<file path="src/dpe_pkg.sv">
// --------------------
// Data-plane engine shared types
// Stream beat fields, sideband layout and register map
// --------------------
`default_nettype none

package dpe_pkg;

    typedef logic [127:0] tdata_t;
    typedef logic [15:0]  tkeep_t;
    typedef logic [4:0]   in_user_t;
    typedef logic [127:0] out_user_t;
    typedef logic [31:0]  rcv_idx_t;
    typedef logic [63:0]  wg_ctr_t;
    typedef logic [47:0]  enp_t;
    typedef logic [1:0]   reg_addr_t;
    typedef logic [31:0]  reg_data_t;

    // Register map
    localparam reg_addr_t REG_CTRL    = 2'd0;
    localparam reg_addr_t REG_WG_CNT  = 2'd1;
    localparam reg_addr_t REG_BYP_CNT = 2'd2;
    localparam int        CTRL_DECAP_EN_BIT = 0;

    // Egress sideband layout
    // Bits outside these fields stay zero
    localparam int OUSER_RCV_LSB   = 96;
    localparam int OUSER_CTR_LSB   = 32;
    localparam int OUSER_DECAP_BIT = 5;
    localparam int OUSER_IN_LSB    = 0;

endpackage

`default_nettype wire

</file>
<file path="src/wg_proto_pkg.sv">
// --------------------
// Protocol constants and field positions
// Ethernet/IPv4/UDP/WireGuard header as seen on 128-bit beats
// --------------------
`default_nettype none

package wg_proto_pkg;

    // Beat 0
    localparam logic [15:0] ETHERTYPE_IP_LANES = 16'h0008;
    localparam int          ETH_TYPE_LSB       = 96;
    localparam logic [3:0]  IPV4_VERSION       = 4'd4;
    localparam int          IP_VER_LSB         = 116;

    // Beat 1
    localparam logic [7:0]  IPPROTO_UDP  = 8'h11;
    localparam int          IP_PROTO_LSB = 56;

    // Beats 2 and 3
    localparam logic [7:0]  WG_MSG_DATA   = 8'd4;
    localparam int          WG_TYPE_LSB   = 80;
    localparam int          WG_RCV_LO_LSB = 112;
    localparam int          WG_RCV_HI_LSB = 0;
    localparam int          WG_CTR_LSB    = 16;
    localparam int          PAYLOAD_LSB   = 80;

    // Header beats seen ahead of the data
    localparam int HDR_BEATS = 3;

endpackage

`default_nettype wire

</file>
<file path="src/pkt_if.sv">
// --------------------
// Stream interface and the datapath/register control link
// --------------------
`default_nettype none

interface pkt_if #(
    parameter int USER_W = 5
);
    import dpe_pkg::*;

    logic              tvalid;
    logic              tready;
    tdata_t            tdata;
    tkeep_t            tkeep;
    logic              tlast;
    logic [USER_W-1:0] tuser;

    modport src (output tvalid, tdata, tkeep, tlast, tuser, input tready);
    modport snk (input tvalid, tdata, tkeep, tlast, tuser, output tready);
endinterface

// Enable from the registers, frame events and idle from the datapath
interface wg_ctl_if;
    logic decap_en;
    logic wg_done;
    logic byp_done;
    logic idle;

    modport dp   (input decap_en, output wg_done, byp_done, idle);
    modport regs (output decap_en, input wg_done, byp_done, idle);
endinterface

`default_nettype wire

</file>
<file path="src/pkt_pipe.sv">
// --------------------
// Three-stage stream pipeline
// Gives the classifier look-ahead over the header beats
// --------------------
`default_nettype none

module pkt_pipe #(
    parameter int USER_W = 5
) (
    input  logic clk,
    input  logic rst,
    pkt_if.snk   s,
    pkt_if.src   m
);
    import dpe_pkg::*;

    localparam int DEPTH = 3;

    typedef struct packed {
        tdata_t            data;
        tkeep_t            keep;
        logic              last;
        logic [USER_W-1:0] user;
    } beat_t;

    beat_t            st [DEPTH];
    logic [DEPTH-1:0] vld;
    logic [DEPTH:0]   rdy;

    // A stage takes a beat when empty or when the stage after it moves on
    always_comb begin
        rdy[DEPTH] = m.tready;
        for (int i = DEPTH - 1; i >= 0; i--) begin
            rdy[i] = !vld[i] || rdy[i+1];
        end
    end

    always_ff @(posedge clk) begin
        if (rst) begin
            vld <= '0;
        end else begin
            if (rdy[0]) begin
                vld[0] <= s.tvalid;
            end
            for (int i = 1; i < DEPTH; i++) begin
                if (rdy[i]) begin
                    vld[i] <= vld[i-1];
                end
            end
        end
    end

    always_ff @(posedge clk) begin
        if (rdy[0] && s.tvalid) begin
            st[0] <= '{data: s.tdata, keep: s.tkeep, last: s.tlast, user: s.tuser};
        end
        for (int i = 1; i < DEPTH; i++) begin
            if (rdy[i] && vld[i-1]) begin
                st[i] <= st[i-1];
            end
        end
    end

    assign s.tready = rdy[0];
    assign m.tvalid = vld[DEPTH-1];
    assign m.tdata  = st[DEPTH-1].data;
    assign m.tkeep  = st[DEPTH-1].keep;
    assign m.tlast  = st[DEPTH-1].last;
    assign m.tuser  = st[DEPTH-1].user;

    // Stalled output beat must hold until taken
    a_out_stable: assert property (@(posedge clk) disable iff (rst)
        m.tvalid && !m.tready |=> m.tvalid && $stable(st[DEPTH-1]));

endmodule

`default_nettype wire

</file>
<file path="src/pkt_skid.sv">
// --------------------
// Two-entry skid buffer
// Registered input ready, one cycle latency
// --------------------
`default_nettype none

module pkt_skid #(
    parameter int USER_W = 128
) (
    input  logic clk,
    input  logic rst,
    pkt_if.snk   s,
    pkt_if.src   m
);
    import dpe_pkg::*;

    typedef struct packed {
        tdata_t            data;
        tkeep_t            keep;
        logic              last;
        logic [USER_W-1:0] user;
    } beat_t;

    beat_t main_q;
    beat_t spare_q;
    beat_t in_beat;
    logic  main_v;
    logic  spare_v;
    logic  s_xfer;
    logic  main_free;

    assign in_beat   = '{data: s.tdata, keep: s.tkeep, last: s.tlast, user: s.tuser};
    assign s_xfer    = s.tvalid && s.tready;
    assign main_free = !main_v || m.tready;

    // Spare slot only fills while the output is stalled
    always_ff @(posedge clk) begin
        if (rst) begin
            main_v  <= 1'b0;
            spare_v <= 1'b0;
        end else if (s_xfer) begin
            if (main_free) begin
                main_v <= 1'b1;
            end else begin
                spare_v <= 1'b1;
            end
        end else if (main_free) begin
            main_v  <= spare_v;
            spare_v <= 1'b0;
        end
    end

    always_ff @(posedge clk) begin
        if (s_xfer && main_free) begin
            main_q <= in_beat;
        end else if (main_free && spare_v) begin
            main_q <= spare_q;
        end
        if (s_xfer && !main_free) begin
            spare_q <= in_beat;
        end
    end

    assign s.tready = !spare_v;
    assign m.tvalid = main_v;
    assign m.tdata  = main_q.data;
    assign m.tkeep  = main_q.keep;
    assign m.tlast  = main_q.last;
    assign m.tuser  = main_q.user;

    a_no_drop: assert property (@(posedge clk) disable iff (rst)
        m.tvalid && !m.tready |=> m.tvalid);

endmodule

`default_nettype wire

</file>
<file path="src/wg_disassembler.sv">
// --------------------
// WireGuard disassembler
// Classifies frames on entry, strips and realigns on exit
// --------------------
`default_nettype none

module wg_disassembler (
    input  logic clk,
    input  logic rst,
    pkt_if.snk   inp,
    pkt_if.src   outp,
    wg_ctl_if.dp ctl
);
    import dpe_pkg::*;
    import wg_proto_pkg::*;

    typedef enum logic [2:0] {IN_B0, IN_B1, IN_B2, IN_B3, IN_BODY} in_state_t;
    typedef enum logic [1:0] {OUT_WAIT, OUT_DROP, OUT_PAY, OUT_BYP} out_state_t;

    in_state_t  in_st;
    out_state_t out_st;
    logic       hdr_ok;
    logic       dec_vld;
    logic       dec_wg;
    logic [1:0] drop_cnt;
    rcv_idx_t   rcv;
    wg_ctr_t    ctr;
    enp_t       enp;
    logic       in_acc;
    logic       pipe_acc;
    logic       wg_match;
    logic       take_dec;

    pkt_if #(.USER_W($bits(in_user_t)))  pipe_out ();
    pkt_if #(.USER_W($bits(out_user_t))) skid_in ();

    pkt_pipe #(.USER_W($bits(in_user_t))) u_pipe (.clk, .rst, .s(inp), .m(pipe_out));
    pkt_skid #(.USER_W($bits(out_user_t))) u_skid (.clk, .rst, .s(skid_in), .m(outp));

    assign in_acc   = inp.tvalid && inp.tready;
    assign pipe_acc = pipe_out.tvalid && pipe_out.tready;
    assign take_dec = (out_st == OUT_WAIT) && dec_vld && pipe_acc;
    assign wg_match = ctl.decap_en && hdr_ok && (inp.tdata[WG_TYPE_LSB +: 8] == WG_MSG_DATA);

    // --------------------
    // Entry side classifier
    // --------------------
    always_ff @(posedge clk) begin
        if (rst) begin
            in_st        <= IN_B0;
            hdr_ok       <= 1'b0;
            dec_vld      <= 1'b0;
            dec_wg       <= 1'b0;
            rcv          <= '0;
            ctr          <= '0;
            ctl.wg_done  <= 1'b0;
            ctl.byp_done <= 1'b0;
        end else begin
            ctl.wg_done  <= 1'b0;
            ctl.byp_done <= 1'b0;
            if (take_dec) begin
                dec_vld <= 1'b0;
            end
            // Last decapsulated beat leaving, so the next frame starts clean
            if (pipe_acc && out_st == OUT_PAY && pipe_out.tlast) begin
                rcv <= '0;
                ctr <= '0;
            end
            if (in_acc) begin
                case (in_st)
                    IN_B0: begin
                        hdr_ok <= (inp.tdata[ETH_TYPE_LSB +: 16] == ETHERTYPE_IP_LANES) &&
                                  (inp.tdata[IP_VER_LSB +: 4] == IPV4_VERSION);
                        in_st  <= IN_B1;
                    end
                    IN_B1: begin
                        hdr_ok <= hdr_ok && (inp.tdata[IP_PROTO_LSB +: 8] == IPPROTO_UDP);
                        in_st  <= IN_B2;
                    end
                    IN_B2: begin
                        dec_vld      <= 1'b1;
                        dec_wg       <= wg_match;
                        ctl.wg_done  <= wg_match;
                        ctl.byp_done <= !wg_match;
                        if (wg_match) begin
                            rcv[15:0] <= inp.tdata[WG_RCV_LO_LSB +: 16];
                        end
                        in_st <= wg_match ? IN_B3 : IN_BODY;
                    end
                    IN_B3: begin
                        rcv[31:16] <= inp.tdata[WG_RCV_HI_LSB +: 16];
                        ctr        <= inp.tdata[WG_CTR_LSB +: 64];
                        in_st      <= inp.tlast ? IN_B0 : IN_BODY;
                    end
                    default: begin
                        if (inp.tlast) begin
                            in_st <= IN_B0;
                        end
                    end
                endcase
            end
        end
    end

    // --------------------
    // Exit side realigner
    // --------------------
    always_comb begin
        skid_in.tvalid = 1'b0;
        skid_in.tdata  = pipe_out.tdata;
        skid_in.tkeep  = pipe_out.tkeep;
        skid_in.tlast  = pipe_out.tlast;
        skid_in.tuser  = '0;
        skid_in.tuser[OUSER_IN_LSB +: $bits(in_user_t)] = pipe_out.tuser;
        pipe_out.tready = 1'b0;
        case (out_st)
            OUT_WAIT: begin
                // Hold beat 0 until its frame has been classified
                if (dec_vld && dec_wg) begin
                    pipe_out.tready = 1'b1;
                end else if (dec_vld) begin
                    skid_in.tvalid  = pipe_out.tvalid;
                    pipe_out.tready = skid_in.tready;
                end
            end
            OUT_DROP: pipe_out.tready = 1'b1;
            OUT_PAY: begin
                skid_in.tvalid = pipe_out.tvalid;
                skid_in.tdata  = {pipe_out.tdata[PAYLOAD_LSB-1:0], enp};
                skid_in.tkeep  = '1;
                skid_in.tuser[OUSER_RCV_LSB +: $bits(rcv_idx_t)] = rcv;
                skid_in.tuser[OUSER_CTR_LSB +: $bits(wg_ctr_t)]  = ctr;
                skid_in.tuser[OUSER_DECAP_BIT] = 1'b1;
                pipe_out.tready = skid_in.tready;
            end
            default: begin
                skid_in.tvalid  = pipe_out.tvalid;
                pipe_out.tready = skid_in.tready;
            end
        endcase
    end

    always_ff @(posedge clk) begin
        if (rst) begin
            out_st   <= OUT_WAIT;
            drop_cnt <= '0;
        end else if (pipe_acc) begin
            case (out_st)
                OUT_WAIT: begin
                    drop_cnt <= 2'd1;
                    out_st   <= dec_wg ? OUT_DROP : OUT_BYP;
                end
                OUT_DROP: begin
                    drop_cnt <= drop_cnt + 2'd1;
                    if (drop_cnt == 2'(HDR_BEATS)) begin
                        out_st <= OUT_PAY;
                    end
                end
                default: begin
                    if (pipe_out.tlast) begin
                        out_st <= OUT_WAIT;
                    end
                end
            endcase
        end
    end

    // Top 6 bytes of the last header beat, then of each payload beat
    always_ff @(posedge clk) begin
        if (pipe_acc && (out_st == OUT_PAY ||
                         (out_st == OUT_DROP && drop_cnt == 2'(HDR_BEATS)))) begin
            enp <= pipe_out.tdata[127:PAYLOAD_LSB];
        end
    end

    assign ctl.idle = (in_st == IN_B0) && (out_st == OUT_WAIT) && !outp.tvalid;

    a_dec_onehot: assert property (@(posedge clk) disable iff (rst)
        $onehot0({ctl.wg_done, ctl.byp_done}));

endmodule

`default_nettype wire

</file>
<file path="src/wg_regs.sv">
// --------------------
// Control and status registers
// Decap enable and saturating frame counters
// --------------------
`default_nettype none

module wg_regs #(
    parameter int CNT_W = 32
) (
    input  logic              clk,
    input  logic              rst,
    input  logic              we,
    input  dpe_pkg::reg_addr_t addr,
    input  dpe_pkg::reg_data_t wdata,
    output dpe_pkg::reg_data_t rdata,
    wg_ctl_if.regs            ctl
);
    import dpe_pkg::*;

    logic [CNT_W-1:0] wg_cnt;
    logic [CNT_W-1:0] byp_cnt;

    always_ff @(posedge clk) begin
        if (rst) begin
            ctl.decap_en <= 1'b1;
            wg_cnt       <= '0;
            byp_cnt      <= '0;
        end else begin
            if (we && addr == REG_CTRL) begin
                ctl.decap_en <= wdata[CTRL_DECAP_EN_BIT];
            end
            // A write to a counter clears it, even against a pulse
            if (we && addr == REG_WG_CNT) begin
                wg_cnt <= '0;
            end else if (ctl.wg_done && wg_cnt != '1) begin
                wg_cnt <= wg_cnt + 1'b1;
            end
            if (we && addr == REG_BYP_CNT) begin
                byp_cnt <= '0;
            end else if (ctl.byp_done && byp_cnt != '1) begin
                byp_cnt <= byp_cnt + 1'b1;
            end
        end
    end

    // Registered read
    always_ff @(posedge clk) begin
        if (rst) begin
            rdata <= '0;
        end else begin
            case (addr)
                REG_CTRL:    rdata <= reg_data_t'(ctl.decap_en);
                REG_WG_CNT:  rdata <= reg_data_t'(wg_cnt);
                REG_BYP_CNT: rdata <= reg_data_t'(byp_cnt);
                default:     rdata <= '0;
            endcase
        end
    end

endmodule

`default_nettype wire

</file>
<file path="src/wg_rx_top.sv">
// --------------------
// WireGuard receive top level
// Disassembler datapath plus its register block
// --------------------
`default_nettype none

module wg_rx_top #(
    parameter int CNT_W = 32
) (
    input  logic               clk,
    input  logic               rst,
    // Ingress stream
    input  logic               in_tvalid,
    output logic               in_tready,
    input  dpe_pkg::tdata_t    in_tdata,
    input  dpe_pkg::tkeep_t    in_tkeep,
    input  logic               in_tlast,
    input  dpe_pkg::in_user_t  in_tuser,
    // Egress stream
    output logic               out_tvalid,
    input  logic               out_tready,
    output dpe_pkg::tdata_t    out_tdata,
    output dpe_pkg::tkeep_t    out_tkeep,
    output logic               out_tlast,
    output dpe_pkg::out_user_t out_tuser,
    // Register port
    input  logic               reg_we,
    input  dpe_pkg::reg_addr_t reg_addr,
    input  dpe_pkg::reg_data_t reg_wdata,
    output dpe_pkg::reg_data_t reg_rdata,
    output logic               is_idle
);
    import dpe_pkg::*;

    pkt_if #(.USER_W($bits(in_user_t)))  in_if ();
    pkt_if #(.USER_W($bits(out_user_t))) out_if ();
    wg_ctl_if                             ctl_if ();

    assign in_if.tvalid  = in_tvalid;
    assign in_if.tdata   = in_tdata;
    assign in_if.tkeep   = in_tkeep;
    assign in_if.tlast   = in_tlast;
    assign in_if.tuser   = in_tuser;
    assign in_tready     = in_if.tready;

    assign out_tvalid    = out_if.tvalid;
    assign out_tdata     = out_if.tdata;
    assign out_tkeep     = out_if.tkeep;
    assign out_tlast     = out_if.tlast;
    assign out_tuser     = out_if.tuser;
    assign out_if.tready = out_tready;

    assign is_idle = ctl_if.idle;

    wg_disassembler u_dis (.clk, .rst, .inp(in_if), .outp(out_if), .ctl(ctl_if));

    wg_regs #(.CNT_W(CNT_W)) u_regs (
        .clk, .rst, .we(reg_we), .addr(reg_addr), .wdata(reg_wdata),
        .rdata(reg_rdata), .ctl(ctl_if)
    );

endmodule

`default_nettype wire

</file>
<file path="config.mk">
export PLATFORM = sky130hd
export DESIGN_NAME = wg_rx_top
export DESIGN_NICKNAME = d
export VERILOG_FILES = /design/src/dpe_pkg.sv /design/src/wg_proto_pkg.sv /design/src/pkt_if.sv /design/src/pkt_pipe.sv /design/src/pkt_skid.sv /design/src/wg_disassembler.sv /design/src/wg_regs.sv /design/src/wg_rx_top.sv
export SDC_FILE = /design/constraint.sdc
export NUM_CORES = 1
export LEC_CHECK = 0
export BUFFER_PORTS_ARGS = -buffer_cell sky130_fd_sc_hd__buf_2
export CAP_MARGIN = 20
export CORE_UTILIZATION = 52
export CTS_CLUSTER_SIZE = 16
export DETAILED_ROUTE_END_ITERATION = 10
export PLACE_DENSITY = 0.86
export REMOVE_ABC_BUFFERS = 1
export SLEW_MARGIN = 0
export SYNTH_ARGS = -nofsm -noshare
export SYNTH_HDL_FRONTEND = slang
export SYNTH_SLANG_ARGS = --single-unit
</file>
<file path="constraint.sdc">
create_clock -name clk -period 11.9 [get_ports clk]
set_clock_uncertainty 0.1 [all_clocks]
set_input_delay 3.57 -clock clk [delete_from_list [all_inputs] [get_ports clk]]
set_output_delay 3.57 -clock clk [all_outputs]
set_load 0.01 [all_outputs]
</file>
==> results of run 1 <==
## worst register-to-register path: cells and delay by family, from the launching register on
family	cells	cell delay (ps)
AND/OR/NAND/NOR	1	420
AO/OA/AOI/OAI	1	410
buffers and inverters	4	3060
adder cells (fa/ha/maj)	1	470
flip-flops	1	770
multiplexers	1	480
## cell families (layout without fill, tap and decap cells)
logic type	after synthesis	after routing	share of synthesized area [%]
flip-flops	1202	1202	76.1
buffers and inverters	191	711	1.96
AND/OR/NAND/NOR	964	964	10.3
AO/OA/AOI/OAI	155	155	2.41
multiplexers	347	347	8.47
XOR/XNOR	27	27	0.530
adder cells (fa/ha/maj)	5	5	0.140
other	1	39	0.00840
## cell type report
| cell class | instances | share of cell area [%] |
|---|---|---|
| Clock inverter | 52 | 1.15 |
| Clock buffer | 167 | 6.24 |
| Inverter | 17 | 0.137 |
| Sequential cell | 1202 | 65.5 |
| Multi-Input combinational cell | 1524 | 19.3 |
| Antenna cell | 13 | 0.0627 |
| Tap cell | 1144 | 2.76 |
| Timing Repair Buffer | 475 | 4.88 |
## routing by layer
layer,up-vias,global-route usage (%)
met2,945,38.7
met5,-,0
met3,215,6.45
met4,44,8.10
li1,11500,-
met1,12600,29.9
## stage by stage
stage               cell area [um2]  setup TNS [ps]
floorplan                     43900        -1087060
global placement              47900               0
detailed placement            48000               0
CTS                           51800               0
global route                  51900               0
finish                        51900               0
## power by group through the flow
stage	registers, mW	clock network (mW)	logic, mW
final	4.66	3.68	0.313
after global routing	4.67	3.90	0.337
after CTS	4.66	3.75	0.314
after detailed placement	4.75	0	0.310
after global placement	4.75	0	0.300
after floorplan	4.76	0	0.151
## state kept, by name, summed over array words and instances (netlist names), 16 cells and up
| register | flops |
|---|---|
| u_dis.u_pipe.st | 450 |
| u_dis.u_skid.spare_q | 247 |
| u_dis.u_skid.m.tdata | 128 |
| u_dis.u_skid.m.tuser | 102 |
| u_dis.ctr | 64 |
| u_dis.enp | 48 |
| u_dis.rcv | 32 |
| u_regs.byp_cnt | 32 |
| u_regs.rdata | 32 |
| u_regs.wg_cnt | 32 |
| u_dis.u_skid.m.tkeep | 16 |
## path summary, 6_finish.rpt
path | from | end | slack [ps] | depth (start not counted)
setup / recovery | out_tready | u_dis.u_skid.m.tuser[104]$_DFFE_PP_ | 5090 | 7
hold / removal | u_dis.u_pipe.st[0][223]$_DFFE_PP_ | u_dis.u_pipe.st[0][373]$_DFFE_PP_ | 310 | 0
setup reg to reg | u_dis.out_st[1]$_SDFFE_PP0P_ | u_dis.u_skid.m.tuser[104]$_DFFE_PP_ | 5920 | 8
hold reg to reg | u_dis.u_pipe.st[0][223]$_DFFE_PP_ | u_dis.u_pipe.st[0][373]$_DFFE_PP_ | 310 | 0
## cell usage in the layout, fill, tap and decap left out, drive strengths merged, types with 26 or more instances in the layout
cell type and n:
edfxtp 992, nand2 518, buf 475, mux2 248, dfxtp 210, clkbuf 167
nand2b 118, and3 105, mux2i 99, nor2 83, a21oi 42, clkinv 32
a22oi 31, nand3 31, o21ai 31, conb 26
==> results by group, run 1 <==
Status
  – Outcome: complete, no violations

Drt
  – ANT nets after route: 0
  – Met1 Wirelength: 40,400 um
  – DR vias: 25,300
  – DRC Markers: 0
  – Total iterations of the first detailed-routing run: 7
  – Top layer in use: met5
  – DR WL met3: 8820 um
  – Drt first-iter violations: 1,905
  – DR WL/cell: 22.5 um
  – Met2 WL: 51,100 um
  – Vias per inst: 5.50
  – Final wirelength: 104,000 um

Synthesis
  – Synth Instances: 2,892
  – Post-synth top flop: edfxtp_1
  – Synth cell count leaders: 992 x edfxtp_1, 518 x nand2_1, 248 x mux2_2, 210 x dfxtp_1, 118 x nand2b_1
  – Ys Warns: 0
  – Top cell type's share of synthesized area: 66.7%
  – Mean Syn Cell Area: 15.4 um2
  – Library cells used by synthesis: 67
  – Async S/R FF share, synth: 0%
  – Biggest area consumer among synthesized cells: edfxtp_1
  – Yosys reg bits: 1,202
  – Mapped cell area: 44,700 um2
  – Sequential fraction of the synthesis area: 76.1%
  – Most frequent cell after synthesis: edfxtp_1
  – Number of flops mapped to enable cells by yosys: 992
  – Top post-synthesis cells by area: edfxtp_1 67%, dfxtp_1 9.4%, mux2_2 6.3%

Worst setup path
  – Worst Path Arrival: 7120 ps
  – CP bufs+invs: 4
  – Critical path's top delay family: buffers and inverters
  – Worst setup SP type: input pin
  – Critical-path cell list: buf_2, nand2b_1, ha_4, buf_4, buf_4, buf_4, mux2_2
  – Slowest cell on the critical path: buf_4
  – CP required: 12,210 ps
  – Critical Setup Path Class: input pin to register
  – Cell repeated most along the worst path: buf_4
  – Delay of the slowest cell on the worst path: 770 ps
  – CP max FO: 55
  – Setup crit end kind: register

Pwr
  – Clk pwr share: 42.5%
  – Cell Int Power: 6.84 mW
  – PD cells: 167 nW/um2
  – Leak: 18.3 nW
  – Sw power: 1.82 mW
  – VDD IR max: 0.121 mV
  – Register share of total power: 53.8%
  – Final Power: 8.66 mW
  – Sw Share: 21.0%
  – Combinational share of power: 3.6%

CTS
  – Reg clk slew, reported paths: 60 ps
  – TritonCTS clock tree: yes
  – CTS Buf Count: 116
  – Resized cells post-CTS: 0
  – Hold_buf cts: 0
  – CTS Root Cell: clkbuf_16
  – Maximum level of the CTS H-tree: 3
  – Number of setup buffers added after CTS: 0
  – Max Buffers Root-to-Sink: 3
  – CTS Sinks: 1,202
  – Clock Latency Late Sink: 680 ps

STA
  – Final min period: 6810 ps
  – Fmax: 147 MHz
  – Rel. slew slack: 27.4%
  – Max-slew violation count: 0
  – Worst hold margin: 307 ps
  – Final setup vio count: 0
  – Slew @ Worst Pin: 1090 ps
  – RSZ-0062 raised after global routing: no
  – Setup ws final: 5090 ps
  – Hold Fails Final Rpt: 0
  – Final period util: 57.2%

Floorplanning
  – Core area: 85,100 um2
  – Die Y: 295 um
  – Top Ports: 497
  – Row count: 107
  – Starting Density: 52.4%
  – Die width: 295 um
  – Die area: 87,000 um2

Layout
  – Fin nets: 3,530
  – Layout cell share with drive strength beyond 1: 27.3%
  – Fill count: 6,011
  – Area growth from synthesis to layout: 16.2%
  – Final Util: 60.9%
  – Area of the multi-input gates: 9990 um2
  – Sequential cell area: 34,000 um2
  – Final non-filler cell total: 4,594

Global route
  – Total grt overflow: 0
  – Vias in the first global route: 25,300
  – Gr usage total: 23.4%
  – Global-route wire length before repair: 153,000 um
  – Pin count of the biggest net entering global routing: 131
  – Initial antenna violation count: 34

Placed design
  – DP Wirelength: 63,400 um
  – Placed cell count: 4,360
  – Placer congestion estimate: 0.860
  – Worst slack, placed: 4400 ps
  – IO Port Bufs: 439

Run
  – Max-Cap Viols: 0

Worst hold path
  – Hold Crit Class: register to register
No activity file was read; power rests on OpenSTA's default activity.
==> run 2: changes to the inputs <==
==> constraint.sdc (replaced) <==
create_clock -name clk -period 5.5 [get_ports clk]
set_clock_uncertainty 0.1 [all_clocks]
set_input_delay 1.65 -clock clk [delete_from_list [all_inputs] [get_ports clk]]
set_output_delay 1.65 -clock clk [all_outputs]
set_load 0.01 [all_outputs]
==> run 2 against run 1 <==
Count of clock-buffer cells in the layout decreased by 16. Highest routed layer unchanged. Worst setup slack got worse by 4100 ps. Sequential share of layout area decreased by 0.66 points. Critical path depth decreased by 3. Via count increased by 0.78%. Critical endpoint is now in_tready. Sequential power increased by 120%. Global-route usage decreased by 0.061 points. Final cell count increased by 0.24%.
==> results by group, run 2 (same netlist as run 1, synthesis figures left out) <==
Status
  – Outcome: complete, no violations

Worst hold path
  – Min-Delay Endpoint: u_dis.u_pipe.st[0][170]$_DFFE_PP_
  – Hold Crit Start: u_dis.u_pipe.st[0][20]$_DFFE_PN_
  – Worst hold stages: 0
  – Hold Crit Class: register to register

Worst setup path
  – Setup crit end kind: output port
  – Delay of the slowest cell on the worst path: 740 ps
  – CP bufs+invs: 2
  – Worst flop-to-flop path startpoint: u_dis.out_st[1]$_SDFFE_PP0P_
  – CP max FO: 50
  – R2r setup slk: 1480 ps
  – Critical-path cell list: nand2_1, a21oi_2, clkinv_1, buf_2
  – Critical Path Start: u_dis.out_st[1]$_SDFFE_PP0P_
  – Slowest cell on the critical path: dfxtp_4
  – Critical Setup Path Class: register to output port
  – Worst setup SP type: register
  – Critical path's top delay family: flip-flops
  – Worst Path Arrival: 2750 ps
  – Crit Reg-Reg Endpoint: u_dis.u_skid.m.tdata[40]$_DFFE_PP_
  – CP required: 3750 ps
  – Reg2reg path depth: 7

STA
  – Hold Fails Final Rpt: 0
  – Fmax: 222 MHz
  – Final period util: 81.9%
  – Max-slew violation count: 0
  – Slew @ Worst Pin: 1120 ps
  – Worst hold margin: 309 ps
  – Final min period: 4500 ps
  – Rel. slew slack: 25.3%
  – Final TNS setup: 0 ps
  – Final setup vio count: 0
  – RSZ-0062 raised after global routing: no

Global route
  – Total grt overflow: 0
  – Initial antenna violation count: 36
  – Gr usage total: 23.4%
  – Vias in the first global route: 25,400
  – Pin count of the biggest net entering global routing: 133
  – Global-route wire length before repair: 152,000 um

Layout
  – Fin nets: 3,534
  – Most common cell after layout, fill and taps aside: edfxtp_1
  – Fill count: 5,926
  – Area of the multi-input gates: 9990 um2
  – Area growth from synthesis to layout: 17.4%
  – Sequential cell area: 34,000 um2
  – Final non-filler cell total: 4,605
  – Final Util: 61.6%
  – Largest register by flop count: u_dis.u_pipe.st
  – Most frequent cells in the layout: 992 x edfxtp_1, 518 x nand2_1, 438 x buf_2, 248 x mux2_2, 209 x dfxtp_1
  – Layout cell share with drive strength beyond 1: 28.3%
  – Max FFs per register: 450

Placed design
  – DP Wirelength: 62,900 um
  – Placer congestion estimate: 0.873
  – IO Port Bufs: 439
  – Placed cell count: 4,364

Drt
  – Drt first-iter violations: 2,084
  – ANT nets after route: 0
  – DR vias: 25,500
  – DRC Markers: 0
  – Vias per inst: 5.53
  – Final wirelength: 104,000 um
  – Total iterations of the first detailed-routing run: 7
  – DR WL/cell: 22.6 um

Pwr
  – Final Power: 19.3 mW
  – Leak: 18.5 nW
  – PD cells: 368 nW/um2
  – VDD IR max: 0.271 mV

Run
  – Max-Cap Viols: 0

Floorplanning
  – Die width: 295 um
  – Starting Density: 52.4%
  – Row count: 107
  – Top Ports: 497
  – Core area: 85,100 um2
  – Die area: 87,000 um2
  – Die Y: 295 um

CTS
  – Maximum level of the CTS H-tree: 3
  – CTS Root Cell: clkbuf_16
  – CTS Buf Count: 116
  – Max Buffers Root-to-Sink: 3
  – CTS Sinks: 1,202
  – Number of setup buffers added after CTS: 0
  – Resized cells post-CTS: 0
  – Reg clk slew, reported paths: 60 ps
  – TritonCTS clock tree: yes
  – Hold_buf cts: 0
  – Clock Latency Late Sink: 690 ps
[run 2: cell count changes in the layout (fill, tap and decap cells not counted), moves of 3 or more]
| cell | before | now |
|---|---|---|
| clkbuf_8 | 10 | 19 |
| bufinv_16 | 11 | 15 |
| buf_4 | 33 | 25 |
| clkbuf_1 | 39 | 12 |
| inv_4 | 1 | 6 |
| diode_2 | 13 | 19 |
| clkinv_4 | 3 | 6 |
| buf_12 | 0 | 13 |
[run 2: routing by layer]
layer  routed length [um]  up-vias  part of all wire [%]  global-route usage [%]
met1                40700    12700                    39                    28.9
met3                 8400      233                   8.1                    6.13
met2                51200     1026                    49                    39.2
met5                  305        -                  0.29                       0
met4                 3490       44                   3.4                    9.39
li1                     -    11500                     -                       -
[run 2: worst max-delay path by stage]
stage / end / depth (start not counted) / slack [ps]
after floorplan: u_dis.u_pipe.st[0][300]$_DFFE_PP_ / 4 / -8360
after global placement: u_dis.rcv[1]$_SDFF_PP0_ / 6 / 1410
after detailed placement: u_dis.rcv[3]$_SDFF_PP0_ / 6 / 1320
after CTS: in_tready / 4 / 980
after global routing: in_tready / 4 / 860
final: in_tready / 4 / 1000
[run 2: final cells by class]
cell class	count	area share [%]
multi-input combinational	1524	19.1
clock buffer	151	6.31
inverter	17	0.136
sequential	1202	64.9
clock inverter	69	1.65
tap	1144	2.73
timing repair buffer	479	5.16
antenna	19	0.0907
[run 2: report_power, final]
part / leakage [nW] / switching, mW / total (mW) / internal (mW)
registers: 10.6 / 0.0836 / 10.1 / 10.0
clock network: 2.06 / 3.49 / 8.49 / 4.99
logic: 5.93 / 0.506 / 0.696 / 0.190
total: 18.5 / 4.08 / 19.3 / 15.2
[run 2: stage by stage]
stage | worst slack [ps] | area, um2
3_3_place_gp | 1410 | 48100
5_1_grt | 863 | 52400
6_report | 997 | 52400
3_5_place_dp | 1320 | 48100
2_1_floorplan | -8360 | 43900
4_1_cts | 977 | 52300
